**src/verilog/ps_pio_defs.svh**
```systemverilog
// ps pio channel register map, address decode and width constants
`ifndef PS_PIO_DEFS_SVH
`define PS_PIO_DEFS_SVH

// address decode on the 16-bit host address
`define PS_BASE_ADDR         16'h0100  // channel base
`define PS_ADDR_MASK         16'h03e0  // bits compared against base

// register indices, low 5 bits of the address
`define PS_REG_EN_RST        0         // enable / reset bits
`define PS_REG_CMD           1         // command word into fifo
`define PS_REG_STATUS_CNTRL  2         // status mode and sequence

`define PS_STATUS_REG_ADDR   8'h02     // first byte of a status message

`define PS_CMD_BYTES         6         // AL AH D0 D1 D2 D3
`define PS_CMD_FIFO_DEPTH    4         // power of two
`define PS_CMD_WIDTH         14        // seq addr + page + need + chn

`endif

```
**src/verilog/ps_pio_pkg.sv**
```systemverilog
// shared vector types and status FSM encoding for the ps pio channel
package ps_pio_pkg;

    typedef logic [4:0]  reg_addr_t;   // register index
    typedef logic [31:0] reg_data_t;   // register write data
    typedef logic [9:0]  seq_addr_t;   // sequencer program address
    typedef logic [1:0]  page_t;       // buffer page
    typedef logic [9:0]  buf_addr_t;   // {page, word}
    typedef logic [31:0] buf_data_t;   // buffer word

    // [13] chn, [12] need, [11:10] page, [9:0] seq addr
    typedef logic [13:0] ps_cmd_t;

    // [1] fifo half full, [0] fifo not empty or busy
    typedef logic [1:0]  status_t;

    typedef enum logic [1:0] {ST_IDLE, ST_ADDR, ST_PAYLOAD} status_state_t;

endpackage

```
**src/verilog/status_gen.sv**
```systemverilog
// byte-serial status message generator, single-shot and auto-on-change modes
`include "ps_pio_defs.svh"

module status_gen (
    input  logic                rst,
    input  logic                mclk,
    input  logic                we,
    input  logic [7:0]          wd,
    input  ps_pio_pkg::status_t status,
    output logic [7:0]          ad,
    output logic                rq,
    input  logic                start
);
    ps_pio_pkg::status_state_t state;
    logic [1:0]                mode;       // 0 off, 1 once, 3 auto
    logic [5:0]                seq_num;
    logic                      pend;       // message asked by a write
    logic                      auto_chg;
    ps_pio_pkg::status_t       sent;       // payload of the last message

    assign auto_chg = (mode == 2'b11) && (status != sent);

    always_ff @(posedge rst or negedge mclk) begin
        if (!mclk) begin
            state   <= ps_pio_pkg::ST_IDLE;
            mode    <= 2'b00;
            seq_num <= '0;
            pend    <= 1'b0;
            sent    <= '0;
        end else begin
            if (we) begin
                mode    <= wd[7:6];
                seq_num <= wd[5:0];
            end
            case (state)
                ps_pio_pkg::ST_IDLE:
                    if (pend || auto_chg) begin
                        state <= ps_pio_pkg::ST_ADDR;
                        sent  <= status;                  // payload snapshot
                    end
                ps_pio_pkg::ST_ADDR:
                    if (start)
                        state <= ps_pio_pkg::ST_PAYLOAD;  // address byte taken
                default:
                    state <= ps_pio_pkg::ST_IDLE;
            endcase
            if (we)
                pend <= wd[6];                            // modes 1 and 3 send now
            else if (state == ps_pio_pkg::ST_IDLE)
                pend <= 1'b0;
        end
    end

    always_comb begin
        ad = 8'h00;
        rq = 1'b0;
        case (state)
            ps_pio_pkg::ST_ADDR: begin
                ad = `PS_STATUS_REG_ADDR;
                rq = 1'b1;                                // held until start
            end
            ps_pio_pkg::ST_PAYLOAD: ad = {seq_num, sent};
            default:                ad = 8'h00;
        endcase
    end
endmodule
```
**config.mk**
```make
export PLATFORM = sky130hd
export DESIGN_NAME = status_gen
export DESIGN_NICKNAME = d
export VERILOG_FILES = /design/src/verilog/ps_pio_pkg.sv /design/src/verilog/status_gen.sv
export VERILOG_INCLUDE_DIRS = /design/src /design/src/verilog
export SDC_FILE = /design/constraint.sdc
export NUM_CORES = 1
export LEC_CHECK = 0
export BUFFER_PORTS_ARGS = -buffer_cell sky130_fd_sc_hd__buf_4
export CELL_PAD_IN_SITES_DETAIL_PLACEMENT = 1
export CELL_PAD_IN_SITES_GLOBAL_PLACEMENT = 1
export CORE_ASPECT_RATIO = 1.1
export CORE_MARGIN = 4
export CORE_UTILIZATION = 30
export DETAILED_ROUTE_END_ITERATION = 12
export HOLD_SLACK_MARGIN = 0.08
export PLACE_DENSITY_LB_ADDON = 0.1
export SKIP_CTS_REPAIR_TIMING = 1
export SYNTH_ARGS = -nofsm -noshare
export SYNTH_HDL_FRONTEND = slang
export SYNTH_SLANG_ARGS = --single-unit
```
**constraint.sdc**
```tcl
create_clock -name rst -period 1.7 [get_ports rst]
set_clock_uncertainty 0.2 [all_clocks]
set_input_delay 0.17 -clock rst [delete_from_list [all_inputs] [get_ports rst]]
set_output_delay 0.17 -clock rst [all_outputs]
set_load 0.03 [all_outputs]
```
==> flow_summary.toml <==
[worst_setup_path]
reg2reg_slack_ns = 0.18
slowest_stage = "dfrtp_1"
r2r-start = "seq_num[2]$_DFFE_PN0P_"
end_kind = "output pin"
r2r_end = "seq_num[2]$_DFFE_PN0P_"
cp.arrival_ns = 1.32
cp_slowest_stage_delay_ns = 0.43
crit_chain = "inv_2 > ha_4 > nor2b_4 > buf_6"
r2r_cells = 2
crit_required_ns = 1.33
cp-start-kind = "flip-flop"
cp_max_fo = 3
critical_path_class = "reg -> out"

[floorplanning]
core-area_mm2 = 0.00202
die_y_um = 56.6
die_x_um = 52.2
fp-row-count = 17
start_util_pct = 31.9
ios = 23
die_area_mm2 = 0.00295

[detailed_routing]
totalWireLength_um = 1600
num_vias = 570
drc = 0
post_drt_wl_per_cell_um = 12.3
vias_per_cell = 4.38
drtIter0Drc = 0
antenna_left = 0
dr.pass1.iters = 1

[placement]
placedCellCount = 103
pre_cts_ws_ns = 0.135
portBuffers = 22
routabilityCongestion = 0.670
dpl_cell_area_um2 = 842
place_hpwl_um = 1010

[layout]
final_util_pct = 58.3
design_area_mm2 = 0.00118
syn_to_final_growth_pct = 82.7
final_cells = 130
final_cell_mix = "dlygate4sd3_1, buf_4, dfrtp_1"
final_common_cell = "dlygate4sd3_1"
layout-drive-gt1-share_pct = 45.1
diodes = 0
fin_nets = 120

[power]
p_leak_uw = 0.000525
pwr_density_cell_mw_per_mm2 = 1200
ir_drop_mv = 0.681
design_power_total_uw = 1410

[yosys]
postSynthRegisterBits = 13
ys_seq_area_share_pct = 50.5
yosys_warnings = 0
syn_inst = 54
synth_top_area_cell = "dfrtp_1"
syn-cell-area_um2 = 644
syn_nets = 71
synth_top_cells_by_area = "dfrtp_1, mux2_2, and2_1"
synthDistinctLibCells = 19
syn-mean-instance-area_um2 = 11.9
synth_top_area_share_pct = 50.5

[sta]
worstMarginPinSlew_ns = 0.215
max_slew_margin_pct = 85.6
fmax_mhz = 592
rsz0062_at_grt = "yes"
period_needed_ns = 1.69
period_share_pct = 99.3
fin_ws_ns = 0.0112
slew_viol_final = 0
setup_viol = 0
finalHoldViolations = 0

[clock_network]
insertion_delay_ns = 0.28
tritoncts = "built"
cts_root_buf = "clkbuf_4"
clk_pin_slew_ns = 0.09
numCtsBuffers = 3
h-tree-depth = 1
clock_path_buffers = 2
clock_sinks = 13

[global_routing]
antenna_found_initial = 0
grt_use_total_pct = 10.7
grt_pass1_vias = 533
grt_start_max_net_pins = 14
grt_overflow = 0
grt_pass1_wl_um = 2310

[hold_path]
hold_class = "in -> async"

[run_status]
run_status = "completed"

[flow_run]
maxCapViolations = 0
-- worst max-delay path by stage --
stage                                    start  endpoint  depth (start not counted)
after CTS                 state[0]$_DFFE_PN0P_     ad[1]                          5
after global routing      state[1]$_DFFE_PN0P_     ad[1]                          4
after global placement    state[0]$_DFFE_PN0P_     ad[1]                          5
after floorplan           state[1]$_DFFE_PN0P_     ad[1]                          4
after detailed placement  state[0]$_DFFE_PN0P_     ad[1]                          5
final                     state[1]$_DFFE_PN0P_     ad[1]                          4
-- worst max-delay path: cells and delay by family, from the launching register on --
family / cells / cell delay (ns)
fa+ha+maj: 1 / 0.27
buf+inv: 2 / 0.22
flops: 1 / 0.43
simple gates: 1 / 0.13
-- per-layer routing --
metal	vias to the layer above	GRT usage (%)	wire, um
li1	281	-	-
met1	274	13.0	666
met2	13	16.7	862
met3	2	2.39	64
met4	0	6.57	10
met5	-	0	0
-- metrics by stage --
step                      hold slack (ns)  TNS [ns]
after global placement             -0.172         0
final                              0.0646         0
after global routing               0.0840    -0.212
after CTS                          -0.480    -0.956
after detailed placement           -0.172         0
after floorplan                    -0.326         0
-- cells in the mapped netlist, drive strengths merged --
| cell type | number |
|---|---|
| mux2 | 9 |
| o22a | 1 |
| and2 | 8 |
| o31ai | 1 |
| a31oi | 1 |
| a21oi | 2 |
| nor2b | 2 |
| buf | 1 |
| nand2 | 1 |
| ha | 3 |
| inv | 4 |
| nor2 | 1 |
| dfrtp | 13 |
| xor2 | 2 |
| o21ai | 3 |
| and4 | 1 |
| nor3 | 1 |
-- state kept, by name (all words and copies together), names as in the netlist --
name / cells
pend: 1
seq_num: 6
state: 2
sent: 2
mode: 2
-- area by class of cell --
cell class              instances  area [um^2]
clock buffers                   3         22.5
fillers                       229          843
inverters                       4         15.0
flip-flops and latches         13          325
clock inverters                 1         5.00
repair buffers                 45          419
multi-input cells              36          355
well taps                      28         35.0
-- power breakdown --
part / total [uW] / leakage, uW / switching (uW) / internal (uW)
registers: 433 / 0.000155 / 56.4 / 376
clock network: 192 / 0.0000177 / 105 / 87.1
logic: 784 / 0.000352 / 373 / 411
total: 1410 / 0.000525 / 534 / 874
-- cells by family (layout without fill, tap and decap cells) --
kind of cell / after synthesis / in the layout / share of synthesized area, %
multiplexers: 9 / 9 / 15.7
AO/OA/AOI/OAI: 8 / 8 / 7.96
flip-flops: 13 / 13 / 50.5
XOR/XNOR: 2 / 2 / 2.72
adder cells (fa/ha/maj): 3 / 3 / 5.83
AND/OR/NAND/NOR: 14 / 14 / 14.2
buffers and inverters: 5 / 53 / 3.11
(Power assumes the default switching activity.)
