<file path="config.mk">
export PLATFORM = sky130hd
export DESIGN_NAME = cmd_deser
export DESIGN_NICKNAME = d
export VERILOG_FILES = /design/src/verilog/ps_pio_pkg.sv /design/src/verilog/cmd_deser.sv
export VERILOG_INCLUDE_DIRS = /design/src /design/src/verilog
export SDC_FILE = /design/constraint.sdc
export NUM_CORES = 1
export LEC_CHECK = 0
export ABC_AREA = 1
export ABC_CLOCK_PERIOD_IN_PS = 2440
export BUFFER_PORTS_ARGS = -buffer_cell sky130_fd_sc_hd__buf_2
export CAP_MARGIN = 25
export CORE_MARGIN = 3
export CORE_UTILIZATION = 51
export DETAILED_ROUTE_END_ITERATION = 6
export PLACE_DENSITY = 0.88
export SLEW_MARGIN = 20
export SYNTH_ARGS = -nofsm -noshare
export SYNTH_HDL_FRONTEND = slang
export SYNTH_SLANG_ARGS = --single-unit
</file>
<file path="constraint.sdc">
create_clock -name rst -period 2.44 [get_ports rst]
set_clock_uncertainty 0.1 [all_clocks]
set_input_delay 0.732 -clock rst [delete_from_list [all_inputs] [get_ports rst]]
set_output_delay 0.732 -clock rst [all_outputs]
set_load 0.1 [all_outputs]
</file>
<file path="src/verilog/ps_pio_defs.svh">
// ps pio channel register map, address decode and width constants
`ifndef PS_PIO_DEFS_SVH
`define PS_PIO_DEFS_SVH

// address decode on the 16-bit host address
`define PS_BASE_ADDR         16'h0100  // channel base
`define PS_ADDR_MASK         16'h03e0  // bits compared against base

// register indices, low 5 bits of the address
`define PS_REG_EN_RST        0         // enable / reset bits
`define PS_REG_CMD           1         // command word into fifo
`define PS_REG_STATUS_CNTRL  2         // status mode and sequence

`define PS_STATUS_REG_ADDR   8'h02     // first byte of a status message

`define PS_CMD_BYTES         6         // AL AH D0 D1 D2 D3
`define PS_CMD_FIFO_DEPTH    4         // power of two
`define PS_CMD_WIDTH         14        // seq addr + page + need + chn

`endif

</file>
<file path="src/verilog/ps_pio_pkg.sv">
// shared vector types and status FSM encoding for the ps pio channel
package ps_pio_pkg;

    typedef logic [4:0]  reg_addr_t;   // register index
    typedef logic [31:0] reg_data_t;   // register write data
    typedef logic [9:0]  seq_addr_t;   // sequencer program address
    typedef logic [1:0]  page_t;       // buffer page
    typedef logic [9:0]  buf_addr_t;   // {page, word}
    typedef logic [31:0] buf_data_t;   // buffer word

    // [13] chn, [12] need, [11:10] page, [9:0] seq addr
    typedef logic [13:0] ps_cmd_t;

    // [1] fifo half full, [0] fifo not empty or busy
    typedef logic [1:0]  status_t;

    typedef enum logic [1:0] {ST_IDLE, ST_ADDR, ST_PAYLOAD} status_state_t;

endpackage

</file>
<file path="src/verilog/cmd_deser.sv">
// byte-serial command deserializer, six bytes into register index, data and write strobe
`include "ps_pio_defs.svh"

module cmd_deser (
    input  logic                  rst,
    input  logic                  mclk,
    input  logic [7:0]            ad,
    input  logic                  stb,
    output ps_pio_pkg::reg_addr_t addr,
    output ps_pio_pkg::reg_data_t data,
    output logic                  we
);
    localparam int SR_W = 8 * `PS_CMD_BYTES;
    localparam int CW   = $clog2(`PS_CMD_BYTES);

    logic [SR_W-1:0] sr;       // bytes enter at the top
    logic [CW-1:0]   cnt;      // bytes taken, 0 when idle
    logic            last;     // sixth byte on ad
    logic            addr_hit;

    assign last = (cnt == CW'(`PS_CMD_BYTES - 1));
    // on the last byte the two address bytes sit just above byte 5's slot
    assign addr_hit = ((sr[23:8] & `PS_ADDR_MASK) == (`PS_BASE_ADDR & `PS_ADDR_MASK));

    always_ff @(posedge rst or negedge mclk) begin
        if (!mclk) begin
            cnt <= '0;
            we  <= 1'b0;
        end else begin
            we <= last && addr_hit;                // one cycle after sixth byte
            if (stb)
                cnt <= CW'(1);                     // first byte with stb
            else if (last)
                cnt <= '0;
            else if (cnt != '0)
                cnt <= cnt + CW'(1);
        end
    end

    always_ff @(posedge rst) begin
        if (stb || (cnt != '0))
            sr <= {ad, sr[SR_W-1:8]};              // holds once idle
    end

    assign addr = sr[4:0];                         // register index only
    assign data = sr[SR_W-1:16];
endmodule

</file>
==> out/qor.yml, run 1 <==
drt:
  via_per_inst: 4.58
  ant_nets: 0
  vias: 806
  avgRoutedWirePerCell_um: 14.5
  drcViolationCount: 0
  finalWirelength_um: 2550
  first_pass_iters: 4
  drt_first_iter_violations: 30
clocking:
  cts_hold_buf: 0
  cts_buffers: 5
  cts_resized: 0
  h-tree-depth: 2
  post_cts_buffers: 0
  cts_buffer_depth: 2
  root_buffer: "clkbuf_4"
  numClockSinks: 49
  cts_tree: "done"
  clkTransAtPathRegs_ns: 0.14
  clk_latency_ns: 0.36
worst_hold_path:
  hp-class: "in -> async"
timing:
  fin_ws_ns: 0.402
  clock.fmax_ghz: 0.491
  tightest_slew_ns: 0.542
  setup_violations: 0
  rsz0062_at_grt: "false"
  maxSlewHeadroom: 0.638
  tns_ns: 0
  fin_crit_sh: 0.835
  period_needed_ns: 2.04
  slew_viol_final: 0
  hold_violations: 0
grt:
  grt_pass1_vias: 838
  grt_pass1_wl_um: 3870
  grtUsageTotal: 0.129
  grt-ovfl-total: 0
  antenna_found_initial: 0
  grt_start_max_net_pins: 46
die:
  dieArea_um2: 4330
  row_count: 21
  ioPinCount: 49
  die_h_um: 65.8
  start_util: 0.538
  core_area_um2: 3390
  die_w_um: 65.8
layout:
  drive_gt1_frac: 0.438
  diodes: 0
  fin_util: 0.569
  syn_to_final_growth_pct: 5.76
  nets: 140
synthesis:
  ys_ff_latch: 49
  yosysWarnings: 0
  synth_cell_types: 8
  synthesis.area_um2: 1820
  synth_nets: 121
  synthCells: 110
  syn_avg_cell_area_um2: 16.6
  yosysSeqAreaShare: 0.796
setup_path:
  crit_slowest_cell: "buf_2"
  crit_chain: "buf_2"
  crit_buf_inv: 1
  worstPathMaxFanout: 2
  critPathKind: "reg -> out"
  slowest_delay_ns: 0.44
  required_ns: 1.61
  worstSetupEndpointType: "primary output"
  cp.arrival_ns: 1.21
  critPathLaunchType: "flop"
  cpLargestDelayFamily: "buffers and inverters"
place:
  hpwl_um: 1790
  preCtsSetupSlack_ns: 0.518
  routabilityCongestion: 0.674
  io_buffers: 48
flow_run:
  maxCapViolCount: 0
status:
  status: "completed"
==> metal layers <==
| metal | wire, µm | global-route usage |
|---|---|---|
| met2 | 1340 | 0.212 |
| met3 | 278 | 0.0799 |
| met5 | 0 | 0 |
| met4 | 35 | 0.0544 |
| met1 | 889 | 0.129 |
==> state kept, by name (all words and copies together) (netlist names) <==
signal and cells:
cnt 3, sr 45, we 1
==> worst paths after layout <==
| check | from | endpoint | slack [ns] | depth (start not counted) |
|---|---|---|---|---|
| max | sr[47] | data[31] | 0.40 | 1 |
| min | mclk | cnt[0] | 0.06 | 1 |
| max reg2reg | cnt[0] | sr[16] | 0.91 | 3 |
| min reg2reg | sr[8] | sr[0] | 0.35 | 0 |
| max in group asynchronous | mclk | cnt[1] | 2.06 | 1 |
| min in group rst | sr[8] | sr[0] | 0.35 | 0 |
==> synthesized netlist by cell type (all sizes together) <==
master	number	share of area
inv	5	0.010
a21oi	2	0.0055
nand2	8	0.018
buf	37	0.15
edfxtp	45	0.74
nor2	9	0.019
dfrtp	4	0.055
==> cells in the final DEF (no fill, tap or decap) <==
master	count
buf_2	48
edfxtp_1	45
nor2_1	9
nand2_1	6
inv_1	5
clkbuf_4	5
dfrtp_1	4
nand2_2	2
a21oi_1	2
clkbuf_1	1
bufinv_16	1
clkinv_1	1
buf_4	1
==> final cells by class <==
type                       instances  area [µm²]
tap                               46        57.6
fill                             280        1460
clock buffer                       6        41.3
inverter                           5        18.8
sequential                        49        1450
clock inverter                     2        33.8
multi-input combinational         19        78.8
timing repair buffer              49         248
==> per-stage QoR <==
step | instance area [µm²] | cells | hold WS (ns)
3_5_place_dp | 1850 | 168 | 0.316
3_3_place_gp | 1850 | 168 | 0.303
4_1_cts | 1930 | 176 | 0.0250
6_report | 1930 | 176 | 0.0579
5_1_grt | 1930 | 176 | 0.0125
2_1_floorplan | 1820 | 110 | 0.300
==> cells by family (layout without fill, tap and decap cells) <==
logic type | count (synthesis) | after routing | synth area share
flip-flops | 49 | 49 | 0.796
buffers and inverters | 42 | 62 | 0.163
AO/OA/AOI/OAI | 2 | 2 | 0.00549
AND/OR/NAND/NOR | 17 | 17 | 0.0364
Power of run 1 is not shown: default switching activity piles up to over one toggle a cycle in this logic, so the estimate is an artifact.
==> run 2: changes to the inputs <==
--- a/config.mk
+++ b/config.mk
@@ -7,7 +7,7 @@
 export NUM_CORES = 1
 export LEC_CHECK = 0
 export ABC_AREA = 1
-export ABC_CLOCK_PERIOD_IN_PS = 2440
+export ABC_CLOCK_PERIOD_IN_PS = 1900
 export BUFFER_PORTS_ARGS = -buffer_cell sky130_fd_sc_hd__buf_2
 export CAP_MARGIN = 25
 export CORE_MARGIN = 3
==> constraint.sdc (replaced) <==
create_clock -name rst -period 1.9 [get_ports rst]
set_clock_uncertainty 0.1 [all_clocks]
set_input_delay 0.57 -clock rst [delete_from_list [all_inputs] [get_ports rst]]
set_output_delay 0.57 -clock rst [all_outputs]
set_load 0.1 [all_outputs]
==> run 2 against run 1 <==
Critical path depth unchanged. Hold slack improved by 0.23 ns. Setup slack lost 0.33 ns. Wire length decreased by 6.1%. Sequential share of layout area shrank 1.5 points.
==> out/qor.yml, run 2 (synthesis results as in run 1) <==
setup_path:
  slowest_delay_ns: 0.43
  crit_slowest_cell: "buf_2"
  crit_buf_inv: 1
  rr_endpoint: "sr[32]"
  critPathLaunchType: "flop"
  cp.arrival_ns: 1.16
  crit_chain: "buf_2"
  cpLargestDelayFamily: "buffers and inverters"
  required_ns: 1.23
  cp-startpoint: "sr[44]"
  worstSetupEndpointType: "primary output"
  r2r_slack_ns: 0.60
  critPathKind: "reg -> out"
  rr_worst_depth: 3
  reg2reg_from: "cnt[0]"
  worstPathMaxFanout: 2
place:
  routabilityCongestion: 0.618
  hpwl_um: 1700
  io_buffers: 48
clocking:
  clkTransAtPathRegs_ns: 0.13
  clk_latency_ns: 0.35
  cts_tree: "done"
  root_buffer: "clkbuf_4"
  cts_buffers: 5
  cts_buffer_depth: 2
  numClockSinks: 49
  h-tree-depth: 2
worst_hold_path:
  hold_path_depth: 1
  min_from: "ad[2]"
  hp-class: "in -> reg"
  hold_end: "sr[42]"
die:
  die_h_um: 65.8
  row_count: 21
  ioPinCount: 49
  die_w_um: 65.8
  core_area_um2: 3390
  start_util: 0.538
  dieArea_um2: 4330
flow_run:
  maxCapViolCount: 0
layout:
  largestRegisters: "sr x45, cnt x3, we x1"
  final_cell_mix: "buf_2, edfxtp_1, nor2_1"
  syn_to_final_growth_pct: 7.96
  largest_reg_flops: 45
  drive_gt1_frac: 0.443
  top_register: "sr"
  diodes: 0
  nets: 141
timing:
  rsz0062_at_grt: "false"
  setup_violations: 0
  period_needed_ns: 1.83
  slew_viol_final: 0
  tightest_slew_ns: 0.503
  fin_crit_sh: 0.962
  clock.fmax_ghz: 0.547
  hold_violations: 0
  maxSlewHeadroom: 0.667
  tns_ns: 0
drt:
  first_pass_iters: 4
  finalWirelength_um: 2390
  drt_first_iter_violations: 37
  ant_nets: 0
  avgRoutedWirePerCell_um: 13.5
  drcViolationCount: 0
  vias: 799
  via_per_inst: 4.51
grt:
  grt-ovfl-total: 0
  grt_start_max_net_pins: 46
  grt_pass1_vias: 834
  grt_pass1_wl_um: 3660
  grtUsageTotal: 0.122
  antenna_found_initial: 0
status:
  status: "completed"
==> run 2: cell types whose count changed in the layout (fill, tap and decap cells not counted) <==
cell and delta:
buf_12 +1, buf_2 -3, buf_4 -1, clkbuf_4 +3, clkbuf_8 +1, clkinv_1 -1, dlygate4sd3_1 +1
==> run 2: repair_timing <==
action                                 in CTS  in global routing
hold buffers                                1                  0
buffers inserted                            0                  0
setup endpoints to repair                   0                  3
gates resized for setup                     0                  3
endpoints found under the hold margin       4                  0
==> run 2: stage by stage <==
step	setup slack (ns)	instances	area [µm²]	hold WS, ns	utilization
6_report	0.0724	177	1970	0.287	0.581
5_1_grt	0.00140	177	1970	0.248	0.581
4_1_cts	0.0320	177	1960	0.264	0.579
3_5_place_dp	0.372	168	1870	0.279	0.551
3_3_place_gp	0.432	168	1870	0.270	0.551
2_1_floorplan	0.213	110	1830	0.174	-
==> run 2: area by class of cell <==
class                      count  area (µm²)
inverter                       5        18.8
timing repair buffer          50         278
tap                           46        57.6
clock buffer                   7        55.1
sequential                    49        1450
clock inverter                 1        30.0
fill                         265        1420
multi-input combinational     19        78.8
==> run 2: how the worst max path moves through the flow <==
stage | depth (start not counted) | endpoint | slack [ns]
CTS | 1 | data[0] | 0.03
finish | 1 | data[28] | 0.07
global placement | 4 | sr[37] | 0.43
global route | 1 | data[1] | 0.001
detailed placement | 4 | sr[43] | 0.37
floorplan | 2 | sr[0] | 0.21
==> run 2: layer usage <==
layer / wire, µm / part of all wire / vias to the layer above / GRT usage
li1: - / - / 377 / -
met4: 9 / 0.0038 / 0 / 0.0544
met3: 275 / 0.12 / 2 / 0.0731
met5: 0 / 0 / - / 0
met2: 1300 / 0.54 / 39 / 0.214
met1: 802 / 0.34 / 381 / 0.111
Power of run 2 is left out for the same reason.
==> run 3: changes to the inputs <==
--- a/config.mk
+++ b/config.mk
@@ -8,7 +8,7 @@
 export LEC_CHECK = 0
 export ABC_AREA = 1
 export ABC_CLOCK_PERIOD_IN_PS = 1900
-export BUFFER_PORTS_ARGS = -buffer_cell sky130_fd_sc_hd__buf_2
+export BUFFER_PORTS_ARGS = -buffer_cell sky130_fd_sc_hd__buf_4
 export CAP_MARGIN = 25
 export CORE_MARGIN = 3
 export CORE_UTILIZATION = 51
==> run 3 against run 2 <==
Critical endpoint is now data[1]. Die area is the same. Sequential share of layout area shrank 2.8 points. Register-to-register slack is essentially flat. Final cell count is the same. Non-clock buffer count is the same. Via count grew 1.3%. Utilization grew 2.3 points. Design area grew 3.9%.
==> out/qor.yml, run 3 (synthesis results as in run 1) <==
status:
  status: "completed"
setup_path:
  critPathKind: "reg -> out"
  crit_slowest_cell: "edfxtp_1"
  slowest_delay_ns: 0.40
  worstPathMaxFanout: 3
  worstSetupEndpointType: "primary output"
  required_ns: 1.23
  r2r_slack_ns: 0.60
  cpLargestDelayFamily: "flip-flops"
  cp.arrival_ns: 1.06
  crit_chain: "buf_4"
  crit_buf_inv: 1
  critPathLaunchType: "flop"
clocking:
  numClockSinks: 49
  cts_hold_buf: 1
  cts_tree: "done"
  cts_buffer_depth: 2
  root_buffer: "clkbuf_4"
  cts_buffers: 5
  clk_latency_ns: 0.35
  cts_resized: 0
  h-tree-depth: 2
  post_cts_buffers: 0
  clkTransAtPathRegs_ns: 0.12
layout:
  n_fill_cell: 270
  nets: 141
  final_common_cell: "buf_4"
  final_cell_mix: "buf_4, edfxtp_1, nor2_1"
  diodes: 0
  top_register: "sr"
  largestRegisters: "sr x45, cnt x3, we x1"
  syn_to_final_growth_pct: 12.2
  instances_no_fill: 177
  drive_gt1_frac: 0.435
  largest_reg_flops: 45
timing:
  hold_violations: 0
  tightest_slew_ns: 0.290
  maxSlewHeadroom: 0.808
  setup_violations: 0
  fin_crit_sh: 0.908
  period_needed_ns: 1.73
  rsz0062_at_grt: "false"
  clock.fmax_ghz: 0.580
  tns_ns: 0
  slew_viol_final: 0
place:
  hpwl_um: 1630
  dp.cells: 168
  io_buffers: 48
  routabilityCongestion: 0.626
drt:
  first_pass_iters: 4
  via_per_inst: 4.57
  vias: 809
  finalWirelength_um: 2360
  drcViolationCount: 0
  ant_nets: 0
  avgRoutedWirePerCell_um: 13.4
  drt_first_iter_violations: 28
die:
  die_w_um: 65.8
  core_area_um2: 3390
  row_count: 21
  dieArea_um2: 4330
  ioPinCount: 49
  start_util: 0.538
  die_h_um: 65.8
worst_hold_path:
  hp-class: "in -> reg"
grt:
  grt_pass1_vias: 840
  grtUsageTotal: 0.123
  grt_start_max_net_pins: 46
  grt_pass1_wl_um: 3730
  grt-ovfl-total: 0
  antenna_found_initial: 0
flow_run:
  maxCapViolCount: 0
==> run 3: cell count changes in the layout (fill, tap and decap cells not counted) <==
| cell | change |
|---|---|
| buf_2 | -45 |
| buf_4 | +48 |
| bufinv_16 | -1 |
| clkbuf_1 | -1 |
| clkbuf_4 | -3 |
| clkbuf_8 | -1 |
| clkinv_1 | +2 |
| clkinv_2 | +1 |
==> run 3: path summary, 6_finish.rpt <==
| path | startpoint | end | cells after the start |
|---|---|---|---|
| setup / recovery | sr[17] | data[1] | 1 |
| hold / removal | ad[2] | sr[42] | 1 |
| setup reg to reg | cnt[0] | sr[24] | 3 |
| hold reg to reg | sr[12] | sr[4] | 0 |
| max in group asynchronous | mclk | cnt[2] | 2 |
| min in group asynchronous | mclk | cnt[0] | 2 |
==> run 3: area by class of cell <==
type | instances | area, µm² | area share
clock buffer | 5 | 37.5 | 0.0183
clock inverter | 3 | 12.5 | 0.00611
inverter | 5 | 18.8 | 0.00917
multi-input combinational | 19 | 78.8 | 0.0385
sequential | 49 | 1450 | 0.709
tap | 46 | 57.6 | 0.0281
timing repair buffer | 50 | 390 | 0.191
==> run 3: routing by layer <==
metal	up-vias	GRT usage	wire [µm]
met5	-	0	0
met4	0	0.0933	85
met3	12	0.0527	251
met2	43	0.181	1170
met1	377	0.139	859
li1	377	-	-
==> run 3: stage by stage <==
step	area [µm²]	setup slack, ns	hold slack, ns	util
detailed placement	1990	0.378	0.267	0.586
global route	2050	0.117	0.256	0.604
global placement	1990	0.422	0.264	0.586
finish	2050	0.175	0.288	0.604
CTS	2050	0.149	0.266	0.604
floorplan	1830	0.213	0.174	-
Power of run 3 is left out for the same reason.
