<file path="src/verilog/ps_pio_defs.svh">
// ps pio channel register map, address decode and width constants
`ifndef PS_PIO_DEFS_SVH
`define PS_PIO_DEFS_SVH

// address decode on the 16-bit host address
`define PS_BASE_ADDR         16'h0100  // channel base
`define PS_ADDR_MASK         16'h03e0  // bits compared against base

// register indices, low 5 bits of the address
`define PS_REG_EN_RST        0         // enable / reset bits
`define PS_REG_CMD           1         // command word into fifo
`define PS_REG_STATUS_CNTRL  2         // status mode and sequence

`define PS_STATUS_REG_ADDR   8'h02     // first byte of a status message

`define PS_CMD_BYTES         6         // AL AH D0 D1 D2 D3
`define PS_CMD_FIFO_DEPTH    4         // power of two
`define PS_CMD_WIDTH         14        // seq addr + page + need + chn

`endif

</file>
<file path="src/verilog/ps_pio_pkg.sv">
// shared vector types and status FSM encoding for the ps pio channel
package ps_pio_pkg;

    typedef logic [4:0]  reg_addr_t;   // register index
    typedef logic [31:0] reg_data_t;   // register write data
    typedef logic [9:0]  seq_addr_t;   // sequencer program address
    typedef logic [1:0]  page_t;       // buffer page
    typedef logic [9:0]  buf_addr_t;   // {page, word}
    typedef logic [31:0] buf_data_t;   // buffer word

    // [13] chn, [12] need, [11:10] page, [9:0] seq addr
    typedef logic [13:0] ps_cmd_t;

    // [1] fifo half full, [0] fifo not empty or busy
    typedef logic [1:0]  status_t;

    typedef enum logic [1:0] {ST_IDLE, ST_ADDR, ST_PAYLOAD} status_state_t;

endpackage

</file>
<file path="src/verilog/cmd_fifo.sv">
// same-clock register FIFO with synchronous flush, full and half-full flags
module cmd_fifo #(
    parameter int WIDTH = 14,
    parameter int DEPTH = 4
) (
    input  logic             rst,
    input  logic             mclk,
    input  logic             flush,
    input  logic             we,
    input  logic             re,
    input  logic [WIDTH-1:0] din,
    output logic [WIDTH-1:0] dout,
    output logic             nempty,
    output logic             full,
    output logic             half_full
);
    localparam int AW = $clog2(DEPTH);
    localparam int CW = $clog2(DEPTH + 1);

    logic [WIDTH-1:0] mem [DEPTH];
    logic [AW-1:0]    wptr;
    logic [AW-1:0]    rptr;
    logic [CW-1:0]    count;     // words held
    logic             push;
    logic             pop;

    assign push      = we && !full;            // overflow drops the word
    assign pop       = re && nempty;
    assign nempty    = (count != '0);
    assign full      = (count == CW'(DEPTH));
    assign half_full = (count >= CW'(DEPTH / 2));
    assign dout      = mem[rptr];              // head visible before pop

    always_ff @(posedge rst or negedge mclk) begin
        if (!mclk) begin
            wptr  <= '0;
            rptr  <= '0;
            count <= '0;
        end else if (flush) begin
            wptr  <= '0;
            rptr  <= '0;
            count <= '0;
        end else begin
            if (push)
                wptr <= wptr + AW'(1);         // wraps, depth is 2**n
            if (pop)
                rptr <= rptr + AW'(1);
            case ({push, pop})
                2'b10:   count <= count + CW'(1);
                2'b01:   count <= count - CW'(1);
                default: count <= count;
            endcase
        end
    end

    always_ff @(posedge rst) begin
        if (push)
            mem[wptr] <= din;
    end
endmodule

</file>
<file path="src/verilog/ps_request_ctrl.sv">
// register decode, command queue, arbiter requests and grant sequencing for the channel
`include "ps_pio_defs.svh"

module ps_request_ctrl (
    input  logic                  rst,
    input  logic                  mclk,
    input  ps_pio_pkg::reg_addr_t cmd_a,
    input  ps_pio_pkg::reg_data_t cmd_data,
    input  logic                  cmd_we,
    input  logic                  channel_pgm_en0,
    input  logic                  channel_pgm_en1,
    input  logic                  seq_done0,
    input  logic                  seq_done1,
    output logic                  want_rq0,
    output logic                  need_rq0,
    output logic                  want_rq1,
    output logic                  need_rq1,
    output ps_pio_pkg::seq_addr_t seq_data,
    output logic                  seq_set,
    output ps_pio_pkg::page_t     page,
    output logic                  page_set0,
    output logic                  page_set1,
    output logic                  status_ctl_we,
    output ps_pio_pkg::status_t   status
);
    logic [1:0]          en_reset;      // [0] out of reset, [1] requests enabled
    logic                chn_rst;
    logic                chn_en;
    logic                set_en_rst;
    logic                set_cmd;
    logic                grant;
    logic                seq_done;
    logic                mem_run;       // granted, waiting for sequencer done
    logic                busy;
    logic                start;
    ps_pio_pkg::ps_cmd_t cmd_out;       // fifo head
    logic                cmd_nempty;
    logic                cmd_full;
    logic                cmd_half_full;
    logic                cmd_need;
    logic                cmd_chn;

    assign set_en_rst    = cmd_we && (cmd_a == ps_pio_pkg::reg_addr_t'(`PS_REG_EN_RST));
    assign set_cmd       = cmd_we && (cmd_a == ps_pio_pkg::reg_addr_t'(`PS_REG_CMD));
    assign status_ctl_we = cmd_we && (cmd_a == ps_pio_pkg::reg_addr_t'(`PS_REG_STATUS_CNTRL));

    assign chn_rst  = !en_reset[0];                // also flushes the fifo
    assign chn_en   = en_reset[1];
    assign grant    = channel_pgm_en0 || channel_pgm_en1;
    assign seq_done = seq_done0 || seq_done1;
    assign busy     = want_rq0 || need_rq0 || want_rq1 || need_rq1 || mem_run;
    assign start    = chn_en && !busy && cmd_nempty;

    assign cmd_need = cmd_out[12];
    assign cmd_chn  = cmd_out[13];
    assign seq_data = cmd_out[9:0];                // valid with seq_set
    assign status   = {cmd_half_full, cmd_nempty || busy};

    always_ff @(posedge rst or negedge mclk) begin
        if (!mclk) begin
            en_reset <= 2'b00;                     // held in reset, disabled
            want_rq0 <= 1'b0;
            need_rq0 <= 1'b0;
            want_rq1 <= 1'b0;
            need_rq1 <= 1'b0;
        end else begin
            if (set_en_rst)
                en_reset <= cmd_data[1:0];
            if (chn_rst || grant) begin
                want_rq0 <= 1'b0;
                need_rq0 <= 1'b0;
                want_rq1 <= 1'b0;
                need_rq1 <= 1'b0;
            end else if (start) begin              // one request per queued command
                want_rq0 <= !cmd_chn;
                need_rq0 <= !cmd_chn && cmd_need;
                want_rq1 <= cmd_chn;
                need_rq1 <= cmd_chn && cmd_need;
            end
        end
    end

    always_ff @(posedge rst or negedge mclk) begin
        if (!mclk) begin
            mem_run   <= 1'b0;
            seq_set   <= 1'b0;
            page      <= '0;
            page_set0 <= 1'b0;
            page_set1 <= 1'b0;
        end else begin
            if (chn_rst || seq_done)
                mem_run <= 1'b0;
            else if (grant)
                mem_run <= 1'b1;
            seq_set   <= grant && !chn_rst;        // pops the fifo too
            if (seq_set)
                page <= cmd_out[11:10];
            page_set0 <= seq_set && !cmd_chn;      // to the read buffer
            page_set1 <= seq_set && cmd_chn;       // to the write buffer
        end
    end

    cmd_fifo #(
        .WIDTH (`PS_CMD_WIDTH),
        .DEPTH (`PS_CMD_FIFO_DEPTH)
    ) cmd_fifo_i (
        .rst       (rst),
        .mclk      (mclk),
        .flush     (chn_rst),
        .we        (set_cmd && !cmd_full),
        .re        (seq_set),
        .din       (cmd_data[`PS_CMD_WIDTH-1:0]),
        .dout      (cmd_out),
        .nempty    (cmd_nempty),
        .full      (cmd_full),
        .half_full (cmd_half_full)
    );
endmodule

</file>
<file path="config.mk">
export PLATFORM = sky130hd
export DESIGN_NAME = ps_request_ctrl
export DESIGN_NICKNAME = d
export VERILOG_FILES = /design/src/verilog/ps_pio_pkg.sv /design/src/verilog/cmd_fifo.sv /design/src/verilog/ps_request_ctrl.sv
export VERILOG_INCLUDE_DIRS = /design/src /design/src/verilog
export SDC_FILE = /design/constraint.sdc
export NUM_CORES = 1
export LEC_CHECK = 0
export BUFFER_PORTS_ARGS = -buffer_cell sky130_fd_sc_hd__buf_2
export CORE_UTILIZATION = 51
export CTS_BUF_LIST = sky130_fd_sc_hd__clkbuf_8
export DETAILED_ROUTE_END_ITERATION = 10
export PLACE_DENSITY = 0.78
export SLEW_MARGIN = 20
export SYNTH_ARGS = -nofsm -noshare
export SYNTH_HDL_FRONTEND = slang
export SYNTH_SLANG_ARGS = --single-unit
</file>
<file path="constraint.sdc">
create_clock -name rst -period 2.4 [get_ports rst]
set_clock_uncertainty 0.2 [all_clocks]
set_input_delay 0.24 -clock rst [delete_from_list [all_inputs] [get_ports rst]]
set_output_delay 0.24 -clock rst [all_outputs]
set_load 0.1 [all_outputs]
</file>
==> results of run 1 <==
[kinds of logic (layout without fill, tap and decap cells)]
group                      count (synthesis)  count (layout)  share of synthesized area [%]
DFF                                       75              75                           68.5
and+or+nand+nor                           40              40                           7.59
muxes                                     23              23                           13.0
buffers and inverters                     20             100                           4.61
AOI/OAI and AO/OA                          6               6                           2.62
adders and majority gates                  5               5                           2.23
xor gates and xnor gates                   4               4                           1.35
[per-stage QoR]
| stage | util [%] | TNS [ns] | worst slack, ns | instance area [µm²] | std cells |
|---|---|---|---|---|---|
| 4_1_cts | 65.0 | 0 | 0.0656 | 3850 | 328 |
| 6_report | 65.0 | 0 | 0.122 | 3850 | 328 |
| 3_3_place_gp | 58.7 | 0 | 0.0479 | 3470 | 293 |
| 5_1_grt | 65.0 | 0 | 0.0124 | 3850 | 328 |
| 3_5_place_dp | 58.7 | -0.0209 | -0.0209 | 3470 | 293 |
| 2_1_floorplan | - | -0.143 | -0.0767 | 3160 | 173 |
[final cells by class]
| cell class | count | area [µm²] |
|---|---|---|
| inverter | 4 | 15.0 |
| fill | 412 | 2070 |
| tap | 75 | 93.8 |
| clock inverter | 7 | 61.3 |
| multi-input combinational | 78 | 855 |
| timing repair buffer | 80 | 543 |
| sequential | 75 | 2160 |
| clock buffer | 9 | 124 |
[where the power goes]
group | internal (mW) | switching (mW)
Sequential | 1.42 | 0.0259
Clock | 0.467 | 0.435
Combinational | 0.0809 | 0.202
Total | 1.97 | 0.663
[routing by layer]
metal,up-vias,share of wire [%],track usage [%]
met4,0,1.3,6.79
met3,8,3.8,6.59
met2,31,50,28.9
met1,848,45,24.1
met5,-,0,0
li1,794,-,-
[worst min path at each step]
stage	startpoint	to	slack, ns	cells past startpoint
2_1_floorplan	mclk	cmd_fifo_i.count[0]	-0.26	0
3_3_place_gp	mclk	page[0]	0.004	1
3_5_place_dp	mclk	page[0]	0.003	1
4_1_cts	channel_pgm_en0	want_rq1	0.04	4
5_1_grt	channel_pgm_en0	want_rq0	0.05	4
6_report	channel_pgm_en0	want_rq1	0.06	4
[placed cells by master (no fill, tap or decap), types with 2 or more instances in the layout]
| cell | synthesis | layout |
|---|---|---|
| dlygate4sd3_1 | 0 | 19 |
| nor3_1 | 2 | 2 |
| ha_1 | 4 | 4 |
| clkbuf_8 | 0 | 9 |
| nor2b_1 | 4 | 4 |
| mux2_2 | 4 | 4 |
| mux2i_1 | 5 | 5 |
| buf_4 | 11 | 13 |
| and2_2 | 3 | 3 |
| xnor2_1 | 2 | 2 |
| edfxtp_1 | 56 | 56 |
| nor2_1 | 9 | 9 |
| clkinv_1 | 0 | 2 |
| buf_2 | 0 | 47 |
| nand2_1 | 6 | 5 |
| and2_1 | 6 | 6 |
| mux4_2 | 14 | 14 |
| dfrtp_1 | 19 | 19 |
| inv_1 | 4 | 6 |
[tightest hold or removal path, delay by kind of cell]
family / cells / cell delay [ns]
and+or+nand+nor: 3 / 0.22
buffers and inverters: 1 / 0.09
[sequential cells by signal, indices dropped and copies added (netlist names)]
name and cells:
cmd_fifo_i.count 3, cmd_fifo_i.mem 56, cmd_fifo_i.rptr 2, cmd_fifo_i.wptr 2
en_reset 2, mem_run 1, need_rq0 1, need_rq1 1
page 2, page_set0 1, page_set1 1, seq_set 1
want_rq0 1, want_rq1 1
[repair_timing]
| item | CTS | global route |
|---|---|---|
| hold buffers | 19 | 0 |
| hold endpoints to repair | 78 | 0 |
| setup buffers | 0 | 0 |
==> run_results.csv, run 1 <==
group,metric,value,unit
outcome,status,"finished, final reports clean",
routing,final_antenna_net_count,0,
sta,worst_pin_slew,0.491,ns
setup_path,cpPeakStageDelay,0.56,ns
setup_path,critPathCaptureType,"output pin",
sta,finalHoldViolCount,0,
power_and_ir_drop,peakVddDrop,0.562,mV
logic_synthesis,yosysTopAreaCellShare,53.4,%
cts,insertion_delay,0.34,ns
cts,numCtsBuffers,9,
sta,period_minus_slack,2.28,ns
sta,hold_ws,0.0572,ns
sta,setup_viol,0,
floorplanning,ios,66,
setup_path,crit_type,"flip-flop to output pin",
cells_and_area,drive_above_1_share,41.1,%
global_route,grt_max_degree,20,
setup_path,crit_arrival,1.84,ns
setup_path,critical_path.startpoint,"cmd_fifo_i.rptr[0]",
logic_synthesis,synth.area.top_cells,"edfxtp_1, dfrtp_1, mux4_2",
cts,cts_resized,0,
floorplanning,fp.coreArea,5920,µm²
setup_path,r2r_end,"cmd_fifo_i.count[2]",
logic_synthesis,syn-cell-area,3150,µm²
setup_path,worstPathMaxFanout,16,
routing,wire_per_inst,15.7,µm
setup_path,crit_slowest_cell,"mux4_2",
cells_and_area,syn2layout_area_growth,22.3,%
logic_synthesis,synth_common_cells,"edfxtp_1, dfrtp_1, mux4_2",
logic_synthesis,syn_area_per_cell,18.2,µm²
sta,slew-limit-headroom,67.5,%
global_route,grt_pass1_vias,1739,
routing,drt_iter0_markers,93,
setup_path,worstSetupPathDepth,3,
logic_synthesis,synth_warnings,0,
cts,clock-sinks,75,
cts,cts_buffer_depth,2,
floorplanning,die_w,80.6,µm
floorplanning,start_util,53.1,%
setup_path,cp.required,1.96,ns
logic_synthesis,synthesis.nets,222,
sta,finalCritPeriodShare,94.9,%
logic_synthesis,ys_ff_latch,75,
global_route,track_usage,18.6,%
sta,fmax,439,MHz
logic_synthesis,synth_top_area_cell,"edfxtp_1",
job,maxCapViolCount,0,
setup_path,r2r_start,"cmd_fifo_i.count[2]",
placement,numPortBuffers,47,
floorplanning,die_h,80.6,µm
power_and_ir_drop,power,2.63,mW
logic_synthesis,synth_seq_area_share,68.5,%
sta,grt_setup_unrepaired,"no",
worst_hold_path,hp-class,"input port to flip-flop",
sta,slew_violations,0,
power_and_ir_drop,p_per_area,684,nW/µm²
setup_path,crit_chain,"buf_4, mux4_2, buf_2",
global_route,grt_pass1_wl,8.43,mm
logic_synthesis,ys_types,37,
routing,route.detailed.drc,0,
cells_and_area,antennaDiodeCount,0,
setup_path,path_buf_inv,2,
floorplanning,die_area,6490,µm²
global_route,grt_overflow_total,0,
setup_path,cp_top_family,"buffers and inverters",
routing,dr.pass1.iters,4,
cts,cts_tree,"built",
logic_synthesis,synth-edff-count,56,
setup_path,start_kind,"flip-flop",
logic_synthesis,async_flop_share,25.3,%
power_and_ir_drop,p_leak,1.50,nW
global_route,antenna_found_initial,0,
logic_synthesis,yosysMostFrequentCell,"edfxtp_1",
placement,hpwl,3.31,mm
cells_and_area,nNetsFinal,297,
setup_path,r2r_cells,6,
routing,vias,1681,
logic_synthesis,synthFlopType,"edfxtp_1",
setup_path,crit_end,"seq_data[1]",
routing,wirelength,5.15,mm
setup_path,r2r_slack,0.31,ns
cts,cts_htree_levels,3,
routing,vias_per_cell,5.13,
floorplanning,fp-row-count,28,
logic_synthesis,synthCells,173,
cts,cts_root_buf,"clkbuf_8",
placement,gp_congestion,0.757,
cts,clk_pin_slew,0.07,ns
Power figures use the tool's default switching activity.
==> inputs of run 2 (changes only) <==
--- a/config.mk
+++ b/config.mk
@@ -10,7 +10,7 @@
 export CORE_UTILIZATION = 51
 export CTS_BUF_LIST = sky130_fd_sc_hd__clkbuf_8
 export DETAILED_ROUTE_END_ITERATION = 10
-export PLACE_DENSITY = 0.78
+export PLACE_DENSITY = 0.82
 export SLEW_MARGIN = 20
 export SYNTH_ARGS = -nofsm -noshare
 export SYNTH_HDL_FRONTEND = slang
==> run 2 against run 1 <==
Against the previous run: sequential power hardly changed; highest routed layer unchanged; non-clock buffer count decreased by 2; maximum frequency shrank 0.92%; critical path type unchanged.
==> run_results.csv, run 2 (same netlist as run 1, synthesis figures left out) <==
group,metric,value,unit
setup_path,r2r_cells,6,
power_and_ir_drop,p_sw_share,27.2,%
setup_path,cpPeakStageDelay,0.51,ns
routing,wire_per_inst,15.6,µm
floorplanning,fp-row-count,28,
setup_path,crit_arrival,1.86,ns
global_route,antenna_found_initial,0,
global_route,grt_max_degree,20,
cells_and_area,layout_common_cells,"edfxtp_1, buf_2, dfrtp_1, dlygate4sd3_1, mux4_2",
outcome,status,"finished, final reports clean",
power_and_ir_drop,seqPwrFrac,56.0,%
cells_and_area,largest_reg_flops,56,
global_route,grt_pass1_wl,8.49,mm
setup_path,crit_type,"flip-flop to output pin",
sta,fmax,435,MHz
worst_hold_path,hp-class,"input port to flip-flop",
cts,numCtsBuffers,9,
cells_and_area,antennaDiodeCount,0,
global_route,grt_overflow_total,0,
cts,cts_buffer_depth,2,
cells_and_area,instances_no_fill,326,
setup_path,start_kind,"flip-flop",
sta,finalCritPeriodShare,95.8,%
cells_and_area,reg.largest.list,"cmd_fifo_i.mem x56, cmd_fifo_i.count x3",
sta,slew_violations,0,
cts,cts_root_buf,"clkbuf_8",
placement,gp_congestion,0.765,
routing,final_antenna_net_count,0,
placement,numPortBuffers,47,
worst_hold_path,min_from,"channel_pgm_en1",
floorplanning,die_w,80.6,µm
cells_and_area,nNetsFinal,295,
cells_and_area,mostFrequentLayoutCell,"edfxtp_1",
sta,grt_setup_unrepaired,"no",
sta,slew-limit-headroom,66.4,%
cells_and_area,drive_above_1_share,41.8,%
power_and_ir_drop,power.switching,0.702,mW
power_and_ir_drop,p_per_area,669,nW/µm²
setup_path,critical_path.startpoint,"cmd_fifo_i.rptr[0]",
cts,clock-sinks,75,
floorplanning,fp.coreArea,5920,µm²
floorplanning,die_area,6490,µm²
job,maxCapViolCount,0,
power_and_ir_drop,p_leak,1.49,nW
floorplanning,start_util,53.1,%
power_and_ir_drop,p_int,1.88,mW
floorplanning,ios,66,
sta,period_minus_slack,2.30,ns
sta,worst_pin_slew,0.507,ns
global_route,grt_pass1_vias,1753,
cells_and_area,syn2layout_area_growth,22.7,%
routing,route.detailed.drc,0,
routing,wirelength,5.10,mm
setup_path,worstSetupPathDepth,3,
cts,cts_tree,"built",
setup_path,r2r_start,"cmd_fifo_i.count[2]",
power_and_ir_drop,comb_power_share,10.9,%
sta,setup_viol,0,
routing,vias,1683,
sta,finalHoldViolCount,0,
cells_and_area,register_area,2160,µm²
cts,clk_pin_slew,0.08,ns
placement,hpwl,3.42,mm
routing,dr.pass1.iters,5,
setup_path,crit_slowest_cell,"mux4_2",
worst_hold_path,holdPathStages,4,
placement,dp.cells,291,
setup_path,worstPathMaxFanout,13,
cells_and_area,fillers,408,
sta,hold_ws,0.0592,ns
setup_path,cp.required,1.96,ns
power_and_ir_drop,pwr-share-clk,33.0,%
floorplanning,die_h,80.6,µm
setup_path,critPathCaptureType,"output pin",
cells_and_area,top_register,"cmd_fifo_i.mem",
routing,drt_iter0_markers,106,
routing,vias_per_cell,5.16,
setup_path,cp_top_family,"buffers and inverters",
cells_and_area,multi_input_area,855,µm²
power_and_ir_drop,peakVddDrop,0.532,mV
cts,insertion_delay,0.34,ns
global_route,track_usage,18.4,%
setup_path,crit_chain,"buf_12, mux4_2, buf_2",
cts,cts_htree_levels,3,
setup_path,path_buf_inv,2,
run 2: final timing paths:
kind | end | slack, ns
min in group asynchronous | page_set0 | 0.16
min reg2reg | page[0] | 0.31
min | want_rq0 | 0.06
max in group asynchronous | en_reset[0] | 1.54
max | seq_data[7] | 0.10
max reg2reg | cmd_fifo_i.count[2] | 0.30
run 2: timing repair:
item                                   in CTS  in global routing
gates resized for setup                     0                  0
endpoints found under the hold margin      78                  0
hold buffers                               19                  0
setup buffers                               0                  0
run 2: layout make-up:
class                           count  share of cell area [%]
Sequential cell                    75                    55.9
Multi-Input combinational cell     78                    22.1
Tap cell                           75                    2.43
Timing Repair Buffer               78                    14.7
Inverter                            4                   0.389
Clock buffer                        9                    3.21
Clock inverter                      7                    1.30
run 2: tightest hold or removal path, delay by kind of cell:
kind	cells	cell delay (ns)
buf+inv	1	0.09
simple gates	3	0.23
run 2: metrics by stage:
step / utilization (%) / instance area (µm²) / setup slack (ns) / total power [mW] / setup TNS (ns)
4_1_cts: 65.2 / 3860 / 0.0739 / 2.60 / 0
3_3_place_gp: 59.0 / 3500 / 0.0498 / 1.73 / 0
6_report: 65.2 / 3860 / 0.101 / 2.58 / 0
2_1_floorplan: - / 3160 / -0.0767 / 1.69 / -0.143
5_1_grt: 65.2 / 3860 / 0.0506 / 2.67 / 0
3_5_place_dp: 59.0 / 3500 / -0.0268 / 1.74 / -0.0268
run 2: power by group through the flow:
stage,registers [mW],clock network [mW],logic (mW)
after floorplan,1.60,0,0.0905
after global placement,1.48,0,0.255
after detailed placement,1.48,0,0.260
after CTS,1.45,0.870,0.285
after global routing,1.45,0.924,0.296
final,1.45,0.854,0.283
run 2: per-layer routing:
metal	global-route usage, %	share of wire [%]	vias up
met1	24.1	44	843
met2	29.0	50	38
li1	-	-	794
met4	8.57	1.6	0
met5	0	0	-
met3	4.20	3.7	8
